<file path="src/logic/enigma_pkg.sv">
package enigma_pkg;

	// symbol and table geometry
	localparam int SYM_W      = 6;
	localparam int TAB_DEPTH  = 64;
	localparam int N_ROTORS   = 3;
	localparam int LOAD_IDX_W = 8;

	typedef logic [SYM_W-1:0] sym_t;

	// also the top two bits of the load index
	typedef enum logic [1:0] {
		ROT_A    = 2'd0,
		ROT_B    = 2'd1,
		ROT_C    = 2'd2,
		ROT_NONE = 2'd3
	} rotor_sel_t;

	typedef enum logic [1:0] {
		IDLE  = 2'd0,
		LOAD  = 2'd1,
		READY = 2'd2
	} mode_t;

	// one lookup per phase, then the output cycle
	typedef enum logic [2:0] {
		PH_FWD_A = 3'd0,
		PH_FWD_B = 3'd1,
		PH_FWD_C = 3'd2,
		PH_INV_C = 3'd3,
		PH_INV_B = 3'd4,
		PH_INV_A = 3'd5,
		PH_OUT   = 3'd6
	} phase_t;

	localparam sym_t RET_OFS_B = 6'd1;
	localparam sym_t RET_OFS_A = 6'd4;

	localparam int B_STEP_EVERY = 2;
	localparam int B_CNT_W      = $clog2(B_STEP_EVERY);

endpackage

</file>
<file path="src/logic/rotor_if.sv">
`timescale 1ns/1ps

// lookup port of the rotor bank, one lookup per cycle
interface rotor_if
	import enigma_pkg::*;
();

	rotor_sel_t sel;
	logic       inv;    // 0 forward, 1 inverse
	sym_t       key;
	sym_t       result; // same cycle
	logic       step;
	logic       step_b;

	modport ctrl (
		output sel,
		output inv,
		output key,
		output step,
		output step_b,
		input  result
	);

	modport bank (
		input  sel,
		input  inv,
		input  key,
		input  step,
		input  step_b,
		output result
	);

endinterface

</file>
<file path="src/logic/rotor_bank.sv">
`timescale 1ns/1ps

module rotor_bank
	import enigma_pkg::*;
(
	input  logic                  clk,
	input  logic                  srstn,
	input  logic                  load_en_i,
	input  logic                  ready_enter_i,
	input  logic [LOAD_IDX_W-1:0] load_idx_i,
	input  sym_t                  load_data_i,
	rotor_if.bank                 rif
);

	sym_t       rotor_tab [N_ROTORS][TAB_DEPTH];
	sym_t       ofs_a;
	sym_t       ofs_b;
	rotor_sel_t wr_sel;
	sym_t       wr_addr;
	sym_t       cur_tab [TAB_DEPTH];
	sym_t       cur_ofs;
	logic       cur_vld;
	sym_t       fwd_addr;
	sym_t       fwd_data;
	logic       inv_hit;
	sym_t       inv_pos;

	assign wr_sel  = rotor_sel_t'(load_idx_i[LOAD_IDX_W-1:SYM_W]);
	assign wr_addr = load_idx_i[SYM_W-1:0];

	// table writes, index 3 selects nothing
	always_ff @(posedge clk) begin
		if (load_en_i && (wr_sel != ROT_NONE)) begin
			rotor_tab[wr_sel][wr_addr] <= load_data_i;
		end
	end

	// rotation offsets, C stays put
	always_ff @(posedge clk) begin
		if (!srstn || ready_enter_i) begin
			ofs_a <= '0;
			ofs_b <= '0;
		end else if (rif.step) begin
			ofs_a <= ofs_a + sym_t'(1);
			if (rif.step_b) begin
				ofs_b <= ofs_b + sym_t'(1);
			end
		end
	end

	// selected rotor and its offset
	always_comb begin
		cur_vld = 1'b1;
		cur_ofs = '0;
		case (rif.sel)
			ROT_A: cur_ofs = ofs_a;
			ROT_B: cur_ofs = ofs_b;
			ROT_C: cur_ofs = '0;
			default: cur_vld = 1'b0;
		endcase
	end

	always_comb begin
		for (int j = 0; j < TAB_DEPTH; j++) begin
			case (rif.sel)
				ROT_A: cur_tab[j] = rotor_tab[0][j];
				ROT_B: cur_tab[j] = rotor_tab[1][j];
				ROT_C: cur_tab[j] = rotor_tab[2][j];
				default: cur_tab[j] = '0;
			endcase
		end
	end

	// forward: rotated[key] is the stored entry at key - ofs
	assign fwd_addr = rif.key - cur_ofs;
	assign fwd_data = cur_tab[fwd_addr];

	// inverse: match search over all entries, lowest index wins
	always_comb begin
		inv_hit = 1'b0;
		inv_pos = '0;
		for (int j = TAB_DEPTH - 1; j >= 0; j--) begin
			if (cur_tab[j] == rif.key) begin
				inv_hit = 1'b1;
				inv_pos = sym_t'(j);
			end
		end
	end

	always_comb begin
		if (!cur_vld) begin
			rif.result = '0;
		end else if (rif.inv) begin
			rif.result = inv_hit ? (inv_pos + cur_ofs) : '0; // no match gives 0
		end else begin
			rif.result = fwd_data;
		end
	end

endmodule

</file>
<file path="src/logic/enigma_ctrl.sv">
`timescale 1ns/1ps

module enigma_ctrl
	import enigma_pkg::*;
(
	input  logic  clk,
	input  logic  srstn,
	input  logic  load_i,
	input  logic  encrypt_i,
	input  sym_t  code_in_i,
	output logic  load_en_o,
	output logic  ready_enter_o,
	rotor_if.ctrl rif,
	output sym_t  code_out_o,
	output logic  code_valid_o,
	output logic  ready_o
);

	mode_t              mode;
	mode_t              mode_nxt;
	phase_t             phase;
	logic               busy;
	logic               start;
	logic               out_cyc;
	sym_t               sym_q;
	sym_t               sym_nxt;
	logic [B_CNT_W-1:0] sym_cnt;
	logic               b_due;

	always_comb begin
		mode_nxt = mode;
		case (mode)
			IDLE: begin
				if (load_i) begin
					mode_nxt = LOAD;
				end
			end
			LOAD: begin
				if (!load_i) begin
					mode_nxt = READY;
				end
			end
			READY: mode_nxt = READY; // only reset leaves
			default: mode_nxt = IDLE;
		endcase
	end

	always_ff @(posedge clk) begin
		if (!srstn) begin
			mode <= IDLE;
		end else begin
			mode <= mode_nxt;
		end
	end

	assign load_en_o     = load_i && ((mode == IDLE) || (mode == LOAD));
	assign ready_enter_o = (mode == LOAD) && !load_i;

	assign start   = (mode == READY) && ready_o && encrypt_i;
	assign out_cyc = busy && (phase == PH_OUT);
	assign b_due   = (sym_cnt == B_CNT_W'(B_STEP_EVERY - 1));

	// lookup for the current phase
	always_comb begin
		rif.sel = ROT_NONE;
		rif.inv = 1'b0;
		if (busy) begin
			case (phase)
				PH_FWD_A: rif.sel = ROT_A;
				PH_FWD_B: rif.sel = ROT_B;
				PH_FWD_C: rif.sel = ROT_C;
				PH_INV_C: begin
					rif.sel = ROT_C;
					rif.inv = 1'b1;
				end
				PH_INV_B: begin
					rif.sel = ROT_B;
					rif.inv = 1'b1;
				end
				PH_INV_A: begin
					rif.sel = ROT_A;
					rif.inv = 1'b1;
				end
				default: rif.sel = ROT_NONE;
			endcase
		end
	end

	assign rif.key    = sym_q;
	assign rif.step   = out_cyc;          // offsets move as the symbol leaves
	assign rif.step_b = out_cyc && b_due; // every second symbol

	always_comb begin
		case (phase)
			PH_FWD_C: sym_nxt = sym_t'(TAB_DEPTH - 1) - rif.result; // reflector
			PH_INV_B: sym_nxt = rif.result - RET_OFS_B;
			PH_INV_A: sym_nxt = rif.result - RET_OFS_A;
			PH_OUT:   sym_nxt = sym_q;
			default:  sym_nxt = rif.result;
		endcase
	end

	// running symbol
	always_ff @(posedge clk) begin
		if (start) begin
			sym_q <= code_in_i;
		end else if (busy) begin
			sym_q <= sym_nxt;
		end
	end

	// phase sequencer
	always_ff @(posedge clk) begin
		if (!srstn) begin
			busy  <= 1'b0;
			phase <= PH_FWD_A;
		end else if (start) begin
			busy  <= 1'b1;
			phase <= PH_FWD_A;
		end else if (out_cyc) begin
			busy  <= 1'b0;
			phase <= PH_FWD_A;
		end else if (busy) begin
			phase <= phase_t'(phase + 3'd1);
		end
	end

	// symbol parity for rotor B
	always_ff @(posedge clk) begin
		if (!srstn || ready_enter_o) begin
			sym_cnt <= '0;
		end else if (out_cyc) begin
			sym_cnt <= b_due ? '0 : sym_cnt + 1'b1;
		end
	end

	// outputs and host handshake
	always_ff @(posedge clk) begin
		if (!srstn) begin
			ready_o      <= 1'b0;
			code_valid_o <= 1'b0;
			code_out_o   <= '0;
		end else begin
			code_valid_o <= out_cyc;
			if (out_cyc) begin
				code_out_o <= sym_q;
			end
			if (ready_enter_o || out_cyc) begin
				ready_o <= 1'b1;
			end else if (start) begin
				ready_o <= 1'b0;
			end
		end
	end

endmodule

</file>
<file path="src/logic/enigma_top.sv">
`timescale 1ns/1ps

module enigma_top
	import enigma_pkg::*;
(
	input  logic                  clk,
	input  logic                  srstn,
	input  logic                  load_i,
	input  logic                  encrypt_i,
	input  logic [LOAD_IDX_W-1:0] load_idx_i,
	input  sym_t                  code_in_i,
	output sym_t                  code_out_o,
	output logic                  code_valid_o,
	output logic                  ready_o
);

	logic load_en;
	logic ready_enter; // offsets restart here

	rotor_if rif ();

	// sequencing, reflector, output registers
	enigma_ctrl enigma_ctrl_i (
		.clk           (clk),
		.srstn         (srstn),
		.load_i        (load_i),
		.encrypt_i     (encrypt_i),
		.code_in_i     (code_in_i),
		.load_en_o     (load_en),
		.ready_enter_o (ready_enter),
		.rif           (rif),
		.code_out_o    (code_out_o),
		.code_valid_o  (code_valid_o),
		.ready_o       (ready_o)
	);

	// code_in doubles as load data
	rotor_bank rotor_bank_i (
		.clk           (clk),
		.srstn         (srstn),
		.load_en_i     (load_en),
		.ready_enter_i (ready_enter),
		.load_idx_i    (load_idx_i),
		.load_data_i   (code_in_i),
		.rif           (rif)
	);

endmodule

</file>
<file path="config.mk">
export PLATFORM = sky130hd
export DESIGN_NAME = enigma_top
export DESIGN_NICKNAME = d
export VERILOG_FILES = /design/src/logic/enigma_pkg.sv /design/src/logic/rotor_if.sv /design/src/logic/rotor_bank.sv /design/src/logic/enigma_ctrl.sv /design/src/logic/enigma_top.sv
export SDC_FILE = /design/constraint.sdc
export NUM_CORES = 2
export LEC_CHECK = 0
export BUFFER_PORTS_ARGS = -buffer_cell sky130_fd_sc_hd__buf_2
export CORE_MARGIN = 2
export CORE_UTILIZATION = 35
export CTS_BUF_LIST = sky130_fd_sc_hd__clkbuf_8
export CTS_CLUSTER_DIAMETER = 50
export DETAILED_ROUTE_END_ITERATION = 10
export SLEW_MARGIN = 20
export SYNTH_ARGS = -nofsm -noshare
export SYNTH_HDL_FRONTEND = slang
export SYNTH_HIERARCHICAL = 1
export SYNTH_SLANG_ARGS = --single-unit
</file>
<file path="constraint.sdc">
create_clock -name clk -period 9.1 [get_ports clk]
set_input_delay 0.91 -clock clk [delete_from_list [all_inputs] [get_ports clk]]
set_output_delay 0.91 -clock clk [all_outputs]
set_load 0.01 [all_outputs]
</file>
Yosys cells after proc, flatten, opt, wreduce, memory -nomap -nowiden
Memory sizes are Yosys's and may differ from the RTL's.
Cells that the tools add are included.
{"block": "word_totals", "regBits": 33, "mem_bits_rw": 1152, "in_bits": 18, "out_inout_bits": 8, "elab_cells": 351, "n_memories": 1}
{"name": "rotor_bank_i.rotor_tab", "depth": 3, "word_bits": 384, "read_ports": 3, "rd_ports_with_merged_regs": 0, "write_ports": 1, "line_no": "rotor_bank.sv:15", "source": "sym_t rotor_tab [N_ROTORS][TAB_DEPTH];"}
{"block": "classes", "add_sub_neg": 9, "magnitude_cmp": 3, "eq_ne": 78, "n_mux": 219, "n_bitwise": 3, "n_reduce_logical": 28}
{"operator": "$pmux W6 S3", "count": 64}
{"operator": "$mux W6", "count": 72}
{"operator": "$eq A6 B6 Y1", "count": 64}
{"operator": "$mux W384", "count": 1}
{"operator": "$mux W1", "count": 73}
{"operator": "$bmux W6 S6", "count": 1}
{"operator": "$demux W6 S6", "count": 1}
{"operator": "$pmux W6 S4", "count": 1}
{"operator": "$ge A7 B7 Y1 const B", "count": 2}
{"operator": "$not A6 Y7", "count": 2}
{"operator": "$add A6 B1 Y6 const B", "count": 2}
{"operator": "$pmux W2 S3", "count": 2}
{"operator": "$pmux W6 S2", "count": 1}
{"operator": "$eq A3 B3 Y1 const B", "count": 3}
{"operator": "$reduce_or A3 Y1", "count": 3}
{"operator": "$logic_and A1 B1 Y1", "count": 8}
{"operator": "$lt A7 B1 Y1 const B", "count": 1}
{"operator": "$add A6 B6 Y6", "count": 1}
{"operator": "$eq A3 B2 Y1 const B", "count": 2}
{"operator": "$mux W2", "count": 3}
{"operator": "$ne A2 B2 Y1 const B", "count": 3}
{"operator": "$reduce_and A2 Y1", "count": 3}
{"operator": "$reduce_bool A2 Y1", "count": 3}
{"operator": "$reduce_or A2 Y1", "count": 3}
{"operator": "15 further kinds", "count": 21}

Logic depth before layout (Yosys ltp)
{"block": "depth", "depth_word": 79, "ltp_mapped": 33}

Cells and area by module
Netlist, hierarchy kept.
{"mod": "rotor_bank", "n_inst": 1, "cells_per_inst": 3827, "area_each_um2": 56061.3}
{"mod": "enigma_ctrl", "n_inst": 1, "cells_per_inst": 152, "area_each_um2": 1330.0}

Least setup slack after synthesis
No wires, ideal clock.
{"block": "synth_path", "path_type": "register -> register", "start": "register enigma_ctrl_i.phase[2]", "end": "register enigma_ctrl_i.sym_q[4] (netlist: enigma_ctrl_i/rif.key[4]) (data pin)", "setup_ps": 264, "arrival_ps": 6299, "required_ps": 8836, "setup_slack_ps": 2537, "stages_incl_launch_ff": 33, "path_buffers": 10, "path_cell_list": "dfxtp_1 buf_2 inv_1 ha_1 nor3_1 nor3_1 o21ai_0 buf_6 buf_6 buf_6 buf_6 buf_6 mux2i_1 nor2_1 ha_1 inv_1 fa_1 clkbuf_1 buf_2 clkbuf_1 clkbuf_1 mux4_2 mux4_2 mux2i_1 nor2_1 a21oi_1 o22ai_1 inv_1 ha_1 mux2_2 nand2_1 a211oi_1 o21ai_0"}
{"block": "synth_via", "elab_chain_len": 79, "elab_cells_between_ends": 292, "cone_classes": "5 x add/sub; 72 x eq/ne; 207 x mux; 1 x bitwise; 7 x reduce/logical"}
{"element": "start, declared", "line_no": "enigma_ctrl.sv:21", "source": "phase_t phase;"}
{"element": "start signal, assigned", "line_no": "enigma_ctrl.sv:124", "source": "phase <= phase_t'(phase + 3'd1);"}
{"element": "$eq A3 B3 Y1, or another cell as far along", "line_no": "enigma_ctrl.sv:68", "source": "case (phase)"}
{"element": "$reduce_or A2 Y1 (no line)"}
{"element": "$pmux W2 S3 *", "line_no": "enigma_ctrl.sv:68"}
{"element": "$mux W2 *", "line_no": "enigma_ctrl.sv:67", "source": "if (busy) begin"}
{"element": "net rif.sel[0]", "line_no": "rotor_if.sv:8", "source": "rotor_sel_t sel;"}
{"element": "$eq A2 B2 Y1, or another cell as far along", "line_no": "rotor_bank.sv:55, rotor_bank.sv:65"}
{"element": "$pmux W6 S3", "line_no": "rotor_bank.sv:65", "source": "case (rif.sel)"}
{"element": "$eq A6 B6 Y1", "line_no": "rotor_bank.sv:83", "source": "if (cur_tab[j] == rif.key) begin"}
{"element": "[65 not listed]"}
{"element": "$mux W6", "line_no": "rotor_bank.sv:94", "source": "rif.result = inv_hit ? (inv_pos + cur_ofs) : '0;"}
{"element": "$mux W6", "line_no": "rotor_bank.sv:93", "source": "end else if (rif.inv) begin"}
{"element": "$mux W6 *", "line_no": "rotor_bank.sv:91", "source": "if (!cur_vld) begin"}
{"element": "net rif.result[0]", "line_no": "rotor_if.sv:11", "source": "sym_t result;"}
{"element": "$sub A6 B3 Y6, or another cell as far along", "line_no": "enigma_ctrl.sv:97", "source": "PH_INV_A: sym_nxt = rif.result - RET_OFS_A;"}
{"element": "$pmux W6 S4 *", "line_no": "enigma_ctrl.sv:94", "source": "case (phase)"}
{"element": "$mux W6 *", "line_no": "enigma_ctrl.sv:107", "source": "end else if (busy) begin"}
{"element": "$mux W6 *", "line_no": "enigma_ctrl.sv:105", "source": "if (start) begin"}
{"element": "end signal, assigned", "line_no": "enigma_ctrl.sv:106", "source": "sym_q <= code_in_i;"}
{"element": "end signal, assigned", "line_no": "enigma_ctrl.sv:108", "source": "sym_q <= sym_nxt;"}
{"element": "end, declared", "line_no": "enigma_ctrl.sv:25", "source": "sym_t sym_q;"}
The timed path passes the listed nets; every way through them passes the cells marked *. The select of a mux whose other input is x is not followed.
A chain may end at the register's enable or synchronous reset.

Worst setup path in the final report
Ends and elaborated chain as after synthesis.

==> impl_metrics.json <==
{
  "outcome": "finished clean",
  "synth_edf_count": 1158,
  "fin_nets": 4008,
  "critPathMaxFanout": 36,
  "first_iter_violations": 3835,
  "cts_repair_resize_count": 0,
  "muxShareOfSynthArea": 0.117,
  "path_clk_slew_ns": 0.06,
  "grt_use_met1": 0.276,
  "grt_use_met2": 0.304,
  "peakVddDrop_v": 0.000152,
  "clock-sinks": 1185,
  "intPower_mw": 8.36,
  "crit_arrival_ns": 8.92,
  "worstMarginPinSlew_ns": 1.14,
  "syn-num-nets": 4021,
  "rsz0062_at_grt": "false",
  "htree_levels": 4,
  "postCtsSetupBuffers": 0,
  "die_area_sq_mm": 0.167,
  "synth_top_family_by_area": "multiplexers",
  "die_h_um": 409,
  "grt_pass1_vias": 35300,
  "synth_top_area_share": 0.606,
  "yosys_warnings": 6,
  "synth_adder_area_share": 0.00549,
  "grt_overflow": 0,
  "fmax_mhz": 121,
  "synth.distinct_cells": 86,
  "grt_pass1_wl_um": 247000,
  "rows": 148,
  "worstPathRequired_ns": 9.75,
  "routabilityCongestion": 0.928,
  "setup_viol": 0,
  "finalClockSkew_ns": 0.0410,
  "yosys.area_share.simple": 0.0930,
  "busiest_layer": "met2",
  "port_buffers": 25,
  "setup_tns_ns": 0,
  "cp-start-kind": "flip-flop",
  "netlist_area_sq_mm": 0.0574,
  "synth_area_leader_cell": "edfxtp_1",
  "drv_cap": 0,
  "worstSkewPairLatency_ns": 0.93,
  "first_pass_iters": 7,
  "grt_max_degree": 175,
  "core_area_sq_mm": 0.163,
  "cts-root-buf": "clkbuf_8",
  "yosys-top-cells-count": "1158 x edfxtp_1, 375 x mux2i_1, 268 x o2bb2ai_1, 239 x xnor2_1, 226 x nor3_1",
  "synth-seq-cells": 1185,
  "area_delta_synth_final_pct": 9.65,
  "worst_slew_margin_rel": 0.234,
  "ios": 26,
  "critPathCaptureType": "flip-flop",
  "grtUsageMet3": 0.0453,
  "die_w_um": 409,
  "power_frac_seq": 0.554,
  "cts_max_path_buffers": 3,
  "postPlaceCellArea_sq_mm": 0.0593,
  "ant_nets": 0,
  "period_share": 0.909,
  "numCtsBuffers": 194,
  "design_area_sq_mm": 0.0629,
  "dpl.hpwl_um": 106000,
  "drc_errors": 0,
  "synth_compound_area_frac": 0.0848,
  "p_comb_frac": 0.042,
  "p_clk_frac": 0.404,
  "swShare": 0.229,
  "cts_hold_buf": 0,
  "switchingPower_mw": 2.48,
  "wire_per_inst_um": 27.1,
  "synth_seq_area_share": 0.615,
  "layout_min_cycle_time_ns": 8.27,
  "cts_tree": "built",
  "synthMostInstantiatedCell": "edfxtp_1",
  "totalWireLength_um": 171000,
  "p_leak_nw": 21.5,
  "start_util": 0.353,
  "grt_use_total": 0.199,
  "syn_avg_cell_area_sq_um": 14.4,
  "synth_xor_area_frac": 0.0503,
  "min_path_type": "input pin to flip-flop",
  "antenna_found_initial": 11,
  "viasPerCell": 5.73,
  "hold_viol_final": 0,
  "synthArstFlopShare": 0,
  "synth_flop_cell": "edfxtp_1",
  "slew_violations": 0,
  "critPathKind": "flip-flop to flip-flop",
  "dr_total_vias": 36100,
  "final_layout_size_suffix_gt1_frac": 0.139,
  "p_per_area_mw_per_mm2": 172,
  "synth_area_leaders": "edfxtp_1 61%, mux2i_1 6.5%, mux4_2 4.4%",
  "syn_inst": 3979
}
[flip-flops by register name (all words and copies together), names as in the netlist]
register,count
enigma_ctrl_i/phase,3
enigma_ctrl_i/busy,1
rotor_bank_i/rotor_tab,1152
enigma_ctrl_i/code_valid_o,1
enigma_ctrl_i/mode,2
enigma_ctrl_i/b_due,1
enigma_ctrl_i/rif.key,6
enigma_ctrl_i/code_out_o,6
rotor_bank_i/ofs_a,6
rotor_bank_i/ofs_b,6
enigma_ctrl_i/ready_o,1
[metal layers]
metal | vias up | part of all wire
met3 | 309 | 0.082
met1 | 18500 | 0.43
met2 | 1623 | 0.45
met4 | 10 | 0.032
li1 | 15600 | -
met5 | - | 0.00042
[power by group through the flow]
stage	logic, mW	registers [mW]	clock network [mW]
6_report	0.456	6.00	4.38
5_1_grt	0.479	6.00	4.71
4_1_cts	0.452	6.00	4.48
3_5_place_dp	0.451	6.12	0
3_3_place_gp	0.445	6.12	0
2_1_floorplan	0.225	6.11	0
[cell type report]
cell class                      count  area [sq um]
Timing Repair Buffer              106           958
Inverter                           24          92.6
Clock buffer                      201          2770
Antenna cell                        4          10.0
Clock inverter                    149           846
Multi-Input combinational cell   2455         20200
Sequential cell                  1185         35300
Tap cell                         2175          2720
Fill cell                       15200         99800
[path summary, 6_finish.rpt]
path / startpoint / endpoint / slack, ns / cells past startpoint
max: enigma_ctrl_i/phase[2] / enigma_ctrl_i/rif.key[4] / 0.83 / 25
min: srstn / enigma_ctrl_i/code_out_o[5] / 0.38 / 2
max reg2reg: enigma_ctrl_i/phase[2] / enigma_ctrl_i/rif.key[4] / 0.83 / 25
min reg2reg: enigma_ctrl_i/code_out_o[5] / enigma_ctrl_i/code_out_o[5] / 0.46 / 2
[cell families (layout without fill, tap and decap cells)]
group                      after synthesis  count (layout)
adders and majority gates               24              24
and+or+nand+nor                        943             943
xor gates and xnor gates               329             329
muxes                                  526             526
DFF                                   1185            1185
AOI/OAI and AO/OA                      633             633
other                                    0               4
buffers and inverters                  339             480
[worst max-delay path, cell delays in order (launching register included)]
cell and delay [ns]:
dfxtp_1 0.63, inv_1 0.19, ha_1 0.30, nor3_1 0.19, nor3_1 0.10, o21ai_4 0.45
buf_4 0.59, mux2_2 0.45, a221oi_1 0.30, o2bb2ai_1 0.15, nand4b_1 0.29, o21ai_1 0.31
nor4_1 0.83, o21ai_0 0.52, nand3_1 0.21, nand3_1 0.17, ha_1 0.34, a21o_1 0.18
a21oi_1 0.23, xnor2_1 0.10, o31ai_1 0.58, inv_1 0.12, ha_1 0.22, nor3b_1 0.14
a211oi_1 0.27, o21ai_0 0.12
[metrics by stage]
step | power (mW) | cells | setup slack [ns] | hold WS [ns] | utilization
2_1_floorplan | 6.34 | 3979 | 2.54 | 0.457 | -
3_3_place_gp | 6.56 | 5945 | 1.13 | 0.455 | 0.364
3_5_place_dp | 6.57 | 5945 | 1.17 | 0.454 | 0.364
4_1_cts | 10.9 | 6295 | 1.11 | 0.313 | 0.386
5_1_grt | 11.2 | 6297 | 0.565 | 0.353 | 0.387
6_report | 10.8 | 6299 | 0.831 | 0.384 | 0.387
[cell usage in the layout, fill, tap and decap left out, types with 52 or more instances in the layout]
cell       synthesis  routed
nor2_1           119     119
nand2b_1          58      56
nor2b_1           87      86
nand4b_1          53      53
mux4_2           113     113
xnor2_1          239     238
nand2_1          157     156
a21oi_1           52      52
nor3_1           226     223
mux2i_1          375     375
o21ai_0           88      87
edfxtp_1        1158    1158
clkbuf_8           0     201
buf_4             40      66
o2bb2ai_1        268     268
inv_1             21      81
xor2_1            89      88
Power figures use the tool's default switching activity.
